## config.mk

```make
export PLATFORM = sky130hd
export DESIGN_NAME = umi_queue
export DESIGN_NICKNAME = d
export VERILOG_FILES = /design/src/hdl/umi_pkg.sv /design/src/hdl/umi_queue.sv
export SDC_FILE = /design/constraint.sdc
export NUM_CORES = 1
export LEC_CHECK = 0
export ABC_AREA = 1
export BUFFER_PORTS_ARGS = -buffer_cell sky130_fd_sc_hd__buf_4
export CORE_AREA = 3 3 40 42
export CTS_BUF_LIST = sky130_fd_sc_hd__clkbuf_4 sky130_fd_sc_hd__clkbuf_8
export CTS_CLUSTER_DIAMETER = 50
export CTS_CLUSTER_SIZE = 25
export DETAILED_ROUTE_END_ITERATION = 6
export DIE_AREA = 0 0 43 45
export PLACE_DENSITY = 0.43
export SETUP_SLACK_MARGIN = 0.1
export SLEW_MARGIN = 40
export SYNTH_ARGS = -nofsm -noshare
export SYNTH_HDL_FRONTEND = slang
export SYNTH_SLANG_ARGS = --single-unit
```

## constraint.sdc

```tcl
create_clock -name clk -period 1.7 [get_ports clk]
set_input_delay 0 -clock clk [delete_from_list [all_inputs] [get_ports clk]]
set_output_delay 0 -clock clk [all_outputs]
set_load 0.02 [all_outputs]
```

## src/hdl/umi_pkg.sv

```systemverilog
package umi_pkg;

    // opcodes seen on the wire
    localparam logic [7:0] opc_read = 8'h01;
    localparam logic [7:0] opc_read_resp = 8'h02;
    localparam logic [7:0] opc_write_posted = 8'h03;

    // one ram word per access
    localparam int ram_data_w = 32;

    // log2 of the bytes moved, 4 bytes
    localparam logic [3:0] ram_size = 4'd2;

    // entries per stream buffer
    localparam int queue_depth = 2;

    typedef struct packed {
        logic [7:0] opcode;
        logic [3:0] size;
        logic [19:0] user;
    } umi_cmd_t;

    // 256-bit packet, command in the top word
    typedef struct packed {
        umi_cmd_t cmd;
        logic [31:0] reserved;
        logic [63:0] dstaddr;
        logic [63:0] srcaddr;
        logic [63:0] data;
    } umi_packet_t;

    // decoded request as seen by the ram
    typedef struct packed {
        logic is_read;
        logic is_write;
        logic [63:0] dstaddr;
        logic [63:0] srcaddr;
        logic [ram_data_w-1:0] data;
    } umi_req_t;

    // read response, dstaddr is the requester's srcaddr
    typedef struct packed {
        logic [63:0] dstaddr;
        logic [ram_data_w-1:0] data;
    } umi_resp_t;

endpackage
```

## src/hdl/umi_queue.sv

```systemverilog
`timescale 1ns/1ps

module umi_queue #(
    parameter type item_t = logic
) (
    input logic clk,
    input logic reset,
    input item_t in_item,
    input logic in_valid,
    output logic in_ready,
    output item_t out_item,
    output logic out_valid,
    input logic out_ready
);

    item_t entries [umi_pkg::queue_depth];

    logic [$clog2(umi_pkg::queue_depth)-1:0] wr_ptr;
    logic [$clog2(umi_pkg::queue_depth)-1:0] rd_ptr;
    logic [$clog2(umi_pkg::queue_depth+1)-1:0] count;

    logic push;
    logic pop;

    // ready only looks at the fill level
    assign in_ready = (count != umi_pkg::queue_depth);
    assign out_valid = (count != 0);
    assign out_item = entries[rd_ptr];

    assign push = in_valid && in_ready;
    assign pop = out_valid && out_ready;

    // item storage
    always_ff @(posedge clk) begin
        if (push) begin
            entries[wr_ptr] <= in_item;
        end
    end

    always_ff @(posedge clk) begin
        if (reset) begin
            wr_ptr <= '0;
            rd_ptr <= '0;
            count <= '0;
        end else begin
            if (push) begin
                wr_ptr <= (wr_ptr == umi_pkg::queue_depth - 1) ? '0 : wr_ptr + 1'b1;
            end
            if (pop) begin
                rd_ptr <= (rd_ptr == umi_pkg::queue_depth - 1) ? '0 : rd_ptr + 1'b1;
            end
            // push and pop together leave the count alone
            if (push && !pop) begin
                count <= count + 1'b1;
            end else if (pop && !push) begin
                count <= count - 1'b1;
            end
        end
    end

endmodule

```

Word-level counts from Yosys, hierarchy flattened
Memories as Yosys holds them, arrays and structs flattened. A register that Yosys moved wholly into a read port is not among the register bits. Cells that the tools add are included.

Flip-flop bits (word level): 4. Latch bits: 0. RAM bits: 2. Bits in read-only memories: 0. Output and inout port bits: 3. Memories: 1.

Memory list: entries (words 2, bits a word 1, read ports 1, clocked after memory_dff 1, write ports 1, RTL line umi_queue.sv:16) `item_t entries [umi_pkg::queue_depth];`.

Add/sub/neg operators: 4. Multipliers: 0. Divide/modulo/power cells: 0. Magnitude comparators: 0. Equality and inequality tests: 1. Shift-type cells: 0. Multiplexer cells: 8. Bitwise operators: 0. Reduce and logical (&&, ||, !) cells: 8.

Operators by type and width (count): two-way mux 1 bit (6); logical AND 1 bit (4); two-way mux 2 bit (2); nonzero test 2 bit (2); adder 1 bit (second input constant) (2); adder 2 x 1 -> 2 bit (second input constant) (1); zero test 1 bit (2); != test 2 bit (second input constant) (1); subtractor 2 x 1 -> 2 bit (second input constant) (1).

Depth between registers and ports, before layout
Gate-level depths: netlist (run 1).

Depth in word-level cells: 6. Mapped depth: 11. Mapped depth without buffers: 11.

Least setup slack after synthesis (run 1)
Ideal clock, no wire load.

Kind: register -> register. Start: reg count[0] (netlist name). End: reg count[1] (netlist name). Library setup time: 64 ps. Data arrival time: 1233 ps. Setup slack: 404 ps. Stages on the path, launching flop included: 11. Period minus slack after synthesis: 1296 ps. Cell sequence: dfxtp_1 > inv_2 > nand2_2 > nand2_4 > clkinv_2 > ha_1 > inv_1 > nand3_1 > nand2_1 > inv_1 > nor2_1.

Word-level cells in the longest chain between the ends: 5.

Ends and longest elaborated chain: start: declaration (RTL line umi_queue.sv:20) `logic [$clog2(umi_pkg::queue_depth+1)-1:0] count;`; start signal: assignment (RTL line umi_queue.sv:54) `count <= count + 1'b1;`; start signal: assignment (RTL line umi_queue.sv:56) `count <= count - 1'b1;`; != test 2 bit * (RTL line umi_queue.sv:26) `assign in_ready = (count != umi_pkg::queue_depth);`; net in_ready (RTL line umi_queue.sv:10) `output logic in_ready,`; logical AND 1 bit * (RTL line umi_queue.sv:30) `assign push = in_valid && in_ready;`; net push (RTL line umi_queue.sv:22) `logic push;`; zero test 1 bit (RTL line umi_queue.sv:55) `end else if (pop && !push) begin`; logical AND 1 bit (RTL line umi_queue.sv:55); nonzero test 2 bit (no source line).

Mark *: on every way through the listed nets, which the timed path passes. The rest lies on a longest branch. The select of a mux whose other input is x is not followed. A chain may end at the register's enable or synchronous reset.

Final worst setup path (run 1)
Start: reg count[0] (netlist name). End: reg count[1] (netlist name).

Word-level cells in the longest chain between the ends: 5.

Ends and longest elaborated chain (RTL line): != test 2 bit * (umi_queue.sv:26); logical AND 1 bit * (umi_queue.sv:30); net push (umi_queue.sv:22); zero test 1 bit (umi_queue.sv:55); logical AND 1 bit (umi_queue.sv:55); nonzero test 2 bit (no source line).

Marked as above.

==> results of run 1 <==
per-layer routing:
layer / share of wire [%] / vias to the layer above / routed length (um)
met3: 6.6 / 0 / 38
met2: 43 / 7 / 247
met4: 0 / 0 / 0
met1: 50 / 109 / 286
li1: - / 148 / -
met5: 0 / - / 0
cell usage in the layout (no fill, tap or decap), drive strengths merged:
master | netlist | routed
inv | 7 | 7
nand4 | 1 | 1
clkbuf | 0 | 4
edfxtp | 2 | 2
a21oi | 2 | 2
nand2 | 9 | 9
o21ai | 2 | 2
mux2 | 1 | 1
ha | 1 | 1
buf | 0 | 7
clkinv | 1 | 1
dlygate4sd3 | 0 | 1
dfxtp | 5 | 5
nand3 | 2 | 2
nor2 | 7 | 7
path summary, 6_finish.rpt:
check                           startpoint   endpoint  slack (ns)  cells after the start
worst max-delay path              count[0]   count[1]        0.40                     10
worst min-delay path                 reset   count[1]        0.03                      4
worst max register to register    count[0]   count[1]        0.40                     10
worst min register to register      rd_ptr  flip-flop        0.50                      2
through the flow:
stage               util, %  area, um2  hold WS (ns)
detailed placement     30.8        395         0.193
finish                 33.9        435        0.0281
floorplan                 -        324        0.0989
global route           33.9        435        0.0414
CTS                    33.9        435        0.0197
global placement       30.8        395         0.192
power groups by stage:
stage,clock network (mW),logic [mW],registers [mW]
detailed placement,0,0.320,0.252
CTS,0.184,0.322,0.248
floorplan,0,0.231,0.245
global route,0.186,0.365,0.252
global placement,0,0.321,0.253
finish,0.173,0.316,0.248
layout make-up:
type / instances / area (um2) / share of cell area (%)
Clock buffer: 4 / 30.0 / 6.90
Inverter: 8 / 31.3 / 7.18
Multi-Input combinational cell: 25 / 133 / 30.5
Sequential cell: 7 / 160 / 36.8
Tap cell: 15 / 18.8 / 4.31
Timing Repair Buffer: 8 / 62.6 / 14.4
cell families (layout without fill, tap and decap cells):
kind of cell    Yosys count  in the layout
compound gates            4              4
fa+ha+maj                 1              1
simple gates             19             19
buf+inv                   8             20
mux                       1              1
flops                     7              7
worst register-to-register path, delay by kind of cell (launching register included):
kind | cells | cell delay [ns]
AND/OR/NAND/NOR | 5 | 0.35
flip-flops | 1 | 0.32
adder cells (fa/ha/maj) | 1 | 0.31
buffers and inverters | 4 | 0.25
Yosys cell counts:
| library cell | n | share of area, % |
|---|---|---|
| a21oi_1 | 2 | 3.1 |
| clkinv_2 | 1 | 1.5 |
| dfxtp_1 | 5 | 31 |
| edfxtp_1 | 2 | 19 |
| ha_1 | 1 | 3.9 |
| inv_1 | 6 | 6.9 |
| inv_2 | 1 | 1.2 |
| mux2_2 | 1 | 3.5 |
| nand2_1 | 6 | 6.9 |
| nand2_2 | 2 | 3.9 |
| nand2_4 | 1 | 3.5 |
| nand3_1 | 2 | 3.1 |
| nand4_1 | 1 | 1.9 |
| nor2_1 | 7 | 8.1 |
| o21ai_0 | 2 | 3.1 |
==> flow_summary.ini, run 1 <==
[global_route]
grt_pass1_vias = 259
top_usage_layer = met2
grt_pass1_wl_um = 986
grtUsageMet3_pct = 2.79
antenna_found_initial = 0
grt_max_degree = 6
overflow = 0
grt_usage_pct = 7.53
gr-usage-met2_pct = 9.58
grtUsageMet1_pct = 8.78

[timing]
max_slew_margin_pct = 88.6
fin_crit_sh_pct = 76.2
tightest_slew_ns = 0.169
period_minus_slack_ns = 1.30
tns_ns = 0
setup_ws_ns = 0.404
report.final.slew_viol_count = 0
rsz0062_at_grt = no
setup_viol_count_final = 0
hold_viol = 0
max_freq_ghz = 0.772
fin_skew_ns = 0.00328

[yosys]
synthesis.area_um2 = 324
seq_area_frac_synth_pct = 49.4
synth_compound_area_share_pct = 6.18
synth_nets = 46
synthAdderAreaFrac_pct = 3.86
synth-simple-area-share_pct = 27.4
synthMuxAreaShare_pct = 3.47
yosys_warnings = 0
synth_top_family_by_area = simple AND/OR/NAND/NOR gates
synth_cell_types = 15
netlist_instances = 40
synth_xor_area_share_pct = 0
avgSynthCellArea_um2 = 8.10
yosys_register_bits = 7

[die]
dieArea_um2 = 1940
chipHeight_um = 45
io_pins = 8
core_um2 = 1280
die_x_um = 43
rows = 13
start_util_pct = 25.2

[place]
place_inst = 62
dp_hpwl_um = 446
io_buffers = 7
preCtsSetupSlack_ns = 0.400
gp_congestion = 0.687

[run_status]
status = finished clean

[power_and_ir_drop]
p_sw_uw = 282
vdd_ir_drop_max_uv = 593
p_clk_share_pct = 23.5
power_uw = 737
cellLeakagePower_nw = 0.210
p_seq_share_pct = 33.7
intPower_uw = 455
swShare_pct = 38.2
power_density_nw_per_um2 = 1690
comb_power_share_pct = 42.8

[cells_and_area]
antennaDiodeCount = 0
layout.cells.non_filler = 67
num-fill-cells = 155
nets = 59
drive_gt1_share_pct = 32.7
syn_to_final_growth_pct = 34.4

[setup_path]
end_kind = flip-flop
slowest_stage = dfxtp_1
cp_common_cell = inv_1
critPathMaxFanout = 5
crit_type = reg2reg
cp.arrival_ns = 1.49
path_cells = inv_2 -> nand2_2 -> nand2_4 -> clkinv_2 -> ha_1 -> inv_1 -> nand3_1 -> nand2_1 -> inv_1 -> nor2_1
worst-path-buf-inv = 4
crit_required_ns = 1.89
crit_path_max_incr_delay_ns = 0.32
cp-start-kind = flip-flop
critPathTopFamily = simple AND/OR/NAND/NOR gates

[clock_network]
clockBufferDepth = 2
cts-root-buf = clkbuf_4
clkLatencyLatePin_ns = 0.25
post-cts-setup-buffer-count = 0
h-tree-depth = 1
path_clk_slew_ns = 0.05
cts.sinks = 7
cts_buffers = 3
postCtsHoldBufs = 1
cts-resized-gates = 0
cts_tree = yes

[routing]
routed-via-count = 264
drtIter0Drc = 7
viasPerCell = 3.94
ant_nets = 0
dr.pass1.iters = 2
wire_per_inst_um = 8.54
remaining_drc_errors = 0
postRouteWirelength_um = 572

[min_path]
hp-class = in2reg

[run]
drv_cap = 0
Note: power is estimated with default switching activity, not from simulation.
==> run 2, diff against run 1 <==
- ABC_AREA: 1 -> 0
- PLACE_DENSITY: 0.43 -> 0.4
- clock period: 1.7 -> 1.2 ns (I/O delays scaled with it)
==> run 2 against run 1 <==
Effect of this change:
- the run now ends with setup timing left
- clock skew grew 0.0014 ns
- routed wire length shrank 0.87%
- combinational power up 90%
- sequential share of layout area is 3.8 points lower
- register-to-register slack got worse by 0.60 ns
- worst setup slack got worse by 0.60 ns
- critical path type unchanged
==> flow_summary.ini, run 2 <==
[yosys]
synthFlopType = dfxtp_1
synth_edf_count = 2
synthArstFlopShare_pct = 0
synthAdderAreaFrac_pct = 4.26
yosys_register_bits = 7
synth-simple-area-share_pct = 17.0
yosys_warnings = 0
synthMuxAreaShare_pct = 3.83
netlist_instances = 27
synth_commonest_cells = 5 x dfxtp_1, 3 x nor2_1, 3 x xor2_1
seq_area_frac_synth_pct = 54.5
synth_top_family_by_area = simple AND/OR/NAND/NOR gates
synth_nets = 33
synthesis.area_um2 = 294
yosys-top-cells-area = dfxtp_1 34%, edfxtp_1 20%, xor2_1 8.9%
synth_compound_area_share_pct = 10.2
yosysMostFrequentCell = dfxtp_1
post-synth-top-area-fraction_pct = 34.0
synth_xor_area_share_pct = 8.94
avgSynthCellArea_um2 = 10.9
synth_largest_area_cell = dfxtp_1
synth_cell_types = 16

[clock_network]
clockBufferDepth = 2
cts.sinks = 7
cts-root-buf = clkbuf_4
cts_buffers = 3
clkLatencyLatePin_ns = 0.25
path_clk_slew_ns = 0.05
h-tree-depth = 1
cts_tree = yes

[setup_path]
worstReg2RegStart = count[0]
reg2regPathDepth = 6
crit_required_ns = 1.38
critPathMaxFanout = 2
cp.arrival_ns = 1.58
r2r_end = count[1]
cp-start-kind = flip-flop
end_kind = flip-flop
rrSetupSlack_ns = -0.20
crit_type = reg2reg

[routing]
remaining_drc_errors = 0
wl_met2_um = 257
drtIter0Drc = 4
viasPerCell = 4.02
postRouteWirelength_um = 567
drt-met1-wl_um = 227
top_layer = met4
dr.pass1.iters = 4
wire_per_inst_um = 9.45
routed-via-count = 241
ant_nets = 0
wl_met3_um = 52

[run]
drv_cap = 0

[place]
dpl-instance-area_um2 = 419
io_buffers = 7
gp_congestion = 0.752
preCtsSetupSlack_ns = -0.218

[timing]
report.final.slew_viol_count = 0
setup_viol_count_final = 3
max_slew_margin_pct = 84.2
max_freq_ghz = 0.715
fin_crit_sh_pct = 117
period_minus_slack_ns = 1.40
hold_viol = 0
fin_skew_ns = 0.00470
tightest_slew_ns = 0.234
rsz0062_at_grt = yes
setup_ws_ns = -0.199

[min_path]
hold_path_depth = 3
holdCritStartpoint = in_valid
holdPathEnd = wr_ptr
hp-class = in2reg

[die]
chipHeight_um = 45
dieArea_um2 = 1940
die_x_um = 43
io_pins = 8
start_util_pct = 22.9
core_um2 = 1280
rows = 13

[cells_and_area]
num-fill-cells = 133
mostFrequentLayoutCell = buf_4
most-common-layout-cells = 10 x buf_4, 4 x clkbuf_4, 3 x xor2_1, 3 x nor2_1, 3 x dfxtp_1
antennaDiodeCount = 0
nets = 52
drive_gt1_share_pct = 57.8
fin_area_um2 = 493
syn_to_final_growth_pct = 67.7

[global_route]
grt_pass1_wl_um = 945
antenna_found_initial = 0
overflow = 0
grt_pass1_vias = 238
grt_usage_pct = 7.79
grt_max_degree = 6

[run_status]
violations = setup timing
status = finished, violations left

[power_and_ir_drop]
vdd_ir_drop_max_uv = 1000
power_density_nw_per_um2 = 2440
cellLeakagePower_nw = 0.219
==> run 2: cell types whose count changed in the layout (fill, tap and decap cells not counted), moves of 3 or more <==
cell,previous run,this run
nor2_1,7,3
buf_4,7,10
inv_1,6,1
xor2_1,0,3
nand2_1,6,0
==> run 2: per-layer routing <==
| layer | vias up | track usage (%) |
|---|---|---|
| met3 | 5 | 8.37 |
| met2 | 6 | 10.5 |
| met5 | - | 0 |
| met1 | 102 | 6.86 |
| met4 | 0 | 5.42 |
| li1 | 128 | - |
==> run 2: what timing repair did <==
action	CTS	global route
hold buffers	2	0
setup buffers	0	1
resized for setup	3	2
hold endpoints to repair	7	0
endpoints found under the setup margin	5	3
pin swaps	0	2
==> run 2: worst max path at each step <==
stage / startpoint / endpoint / cells after the start
CTS: count[0] / count[1] / 6
finish: count[0] / count[1] / 6
global route: count[0] / count[1] / 6
detailed placement: count[1] / count[1] / 4
floorplan: count[0] / count[1] / 6
global placement: count[1] / count[1] / 4
==> run 2: final cells by class <==
cell class | count | area [um2] | share of cell area, %
clock buffers | 4 | 30.0 | 6.09
inverters | 1 | 3.75 | 0.761
multi-input cells | 19 | 160 | 32.5
flip-flops and latches | 7 | 163 | 33.0
well taps | 15 | 18.8 | 3.81
repair buffers | 14 | 118 | 23.9
==> run 2: per-stage QoR <==
stage | utilization [%] | TNS, ns | std cells | hold WS, ns | total power, mW
2_1_floorplan | - | -0.197 | 27 | 0.0650 | 0.683
3_3_place_gp | 32.6 | -0.284 | 53 | 0.186 | 0.870
3_5_place_dp | 32.6 | -0.332 | 53 | 0.189 | 0.885
4_1_cts | 37.2 | -0.249 | 59 | 0.0530 | 1.17
5_1_grt | 38.4 | -0.458 | 60 | 0.0639 | 1.30
6_report | 38.4 | -0.285 | 60 | 0.0573 | 1.20
==> run 2: critical path, cell delays in order, from the launching register on <==
cell	delay (ns)
dfxtp_2	0.31
nand2b_4	0.13
and2_4	0.14
ha_4	0.15
xor2_1	0.14
or3_1	0.33
a21oi_2	0.12
==> run 2: power by group <==
group,internal (mW),switching (mW),total (mW)
Combinational,0.346,0.254,0.600
Sequential,0.321,0.0421,0.363
Clock,0.150,0.0886,0.238
==> run 2: cell families (layout without fill, tap and decap cells) <==
family	after synthesis	in the layout
AO/OA/AOI/OAI	5	5
XOR/XNOR	3	3
adder cells (fa/ha/maj)	1	1
buffers and inverters	1	19
flip-flops	7	7
multiplexers	1	1
AND/OR/NAND/NOR	9	9
==> run 3, diff against run 2 <==
==> constraint.sdc (replaced) <==
create_clock -name clk -period 1.2 [get_ports clk]
set_input_delay 0.24 -clock clk [delete_from_list [all_inputs] [get_ports clk]]
set_output_delay 0.24 -clock clk [all_outputs]
set_load 0.02 [all_outputs]
==> run 3 against run 2 <==
Effect of this change:
- the run still ends with setup timing left
- die area is the same
- global-route usage grew 0.91 points
- critical endpoint unchanged
- clock skew is essentially flat
- maximum frequency shrank 0.38%
- register-to-register slack is essentially flat
- highest routed layer unchanged
==> flow_summary.ini, run 3 (synthesis results as in run 2) <==
[setup_path]
startpoint = count[0]
end_kind = flip-flop
cp.arrival_ns = 1.59
path_cells = nand2b_4 -> and2_4 -> ha_4 -> xor2_1 -> or3_1 -> a21oi_2
crit_path_max_incr_delay_ns = 0.33
slowest_stage = or3_1
crit_type = reg2reg
crit_required_ns = 1.38
critPathMaxFanout = 3
worstReg2RegStart = count[0]
cp-start-kind = flip-flop

[clock_network]
postCtsHoldBufs = 0
cts-root-buf = clkbuf_4
path_clk_slew_ns = 0.05
clkLatencyLatePin_ns = 0.25
cts_tree = yes
cts_buffers = 3
h-tree-depth = 1
cts.sinks = 7
clockBufferDepth = 2

[cells_and_area]
seqCellArea_um2 = 164
syn_to_final_growth_pct = 66.4
antennaDiodeCount = 0
multiInputGateArea_um2 = 164
finish.utilization_pct = 38.1
most-common-layout-cells = 10 x buf_4, 4 x clkbuf_4
num-fill-cells = 135
fin_area_um2 = 489
drive_gt1_share_pct = 63.6
mostFrequentLayoutCell = buf_4
nets = 51

[routing]
ant_nets = 0
viasPerCell = 4.31
postRouteWirelength_um = 623
dr.pass1.iters = 3
remaining_drc_errors = 0
routed-via-count = 254
drtIter0Drc = 1
wire_per_inst_um = 10.6

[timing]
setup_ws_ns = -0.204
setup_viol_count_final = 5
tightest_slew_ns = 0.229
max_freq_ghz = 0.712
hold_viol = 0
max_slew_margin_pct = 84.6
report.final.slew_viol_count = 0
fin_crit_sh_pct = 117
holdWs_ns = 0.172
rsz0062_at_grt = yes
period_minus_slack_ns = 1.40
fin_skew_ns = 0.00449

[die]
io_pins = 8
rows = 13
die_x_um = 43
start_util_pct = 22.9
core_um2 = 1280
dieArea_um2 = 1940
chipHeight_um = 45

[global_route]
grt_pass1_wl_um = 1080
grt_pass1_vias = 256
antenna_found_initial = 0
overflow = 0
grt_usage_pct = 8.70
grt_max_degree = 6

[power_and_ir_drop]
vdd_ir_drop_max_uv = 864
cellLeakagePower_nw = 0.221
power_density_nw_per_um2 = 2470
power_mw = 1.21

[min_path]
holdCritStartpoint = in_item
hp-class = in2reg

[run_status]
status = finished, violations left
violations = setup timing

[place]
dpl-instance-area_um2 = 427
gp_congestion = 0.746
io_buffers = 7
dp_hpwl_um = 480

[run]
drv_cap = 0
-- run 3: changes by cell type in the layout (fill, tap and decap cells not counted) --
cell           change
dfxtp_1            -1
dlygate4sd3_1      -2
mux2_4             +1
mux2_2             -1
buf_6              +1
dfxtp_2            +1
-- run 3: final timing paths --
check                                  end  depth (start not counted)  slack (ns)
worst max-delay path              count[1]                          6       -0.20
worst min-delay path            entries[0]                          1        0.17
worst max register to register    count[1]                          6       -0.20
worst min register to register      rd_ptr                          2        0.51
-- run 3: where the power goes --
group          leakage [nW]  internal, mW  switching (mW)
logic                 0.142         0.348           0.253
clock network        0.0184         0.149          0.0860
registers            0.0610         0.324          0.0498
total                 0.221         0.821           0.389
-- run 3: metal layers --
layer	up-vias	share of wire [%]	GRT usage, %
met5	-	0	0
met4	0	1.6	7.23
met3	2	7.7	5.98
met2	6	52	13.8
met1	117	38	7.56
li1	129	-	-
-- run 3: what timing repair did --
action,in CTS,in global routing
setup buffers,2,0
resized for setup,7,1
endpoints found under the setup margin,7,7
pin swaps,3,0
-- run 3: per-stage QoR --
step                      instances  setup slack [ns]  TNS [ns]
final                            59            -0.204    -0.476
after global routing             59            -0.278    -0.758
after CTS                        59            -0.200    -0.506
after detailed placement         54            -0.225    -0.341
after global placement           54            -0.177    -0.289
after floorplan                  27            -0.197    -0.197
-- run 3: area by class of cell --
| type | instances | area share (%) |
|---|---|---|
| Tap cell | 15 | 3.84 |
| Clock buffer | 4 | 6.14 |
| Inverter | 1 | 0.767 |
| Sequential cell | 7 | 33.5 |
| Timing Repair Buffer | 13 | 22.3 |
| Multi-Input combinational cell | 19 | 33.5 |
-- run 3: critical path: cells and delay by family (launching register included) --
| family | cells | cell delay [ns] |
|---|---|---|
| simple gates | 3 | 0.60 |
| flops | 1 | 0.32 |
| fa+ha+maj | 1 | 0.15 |
| xor+xnor | 1 | 0.14 |
| compound gates | 1 | 0.12 |
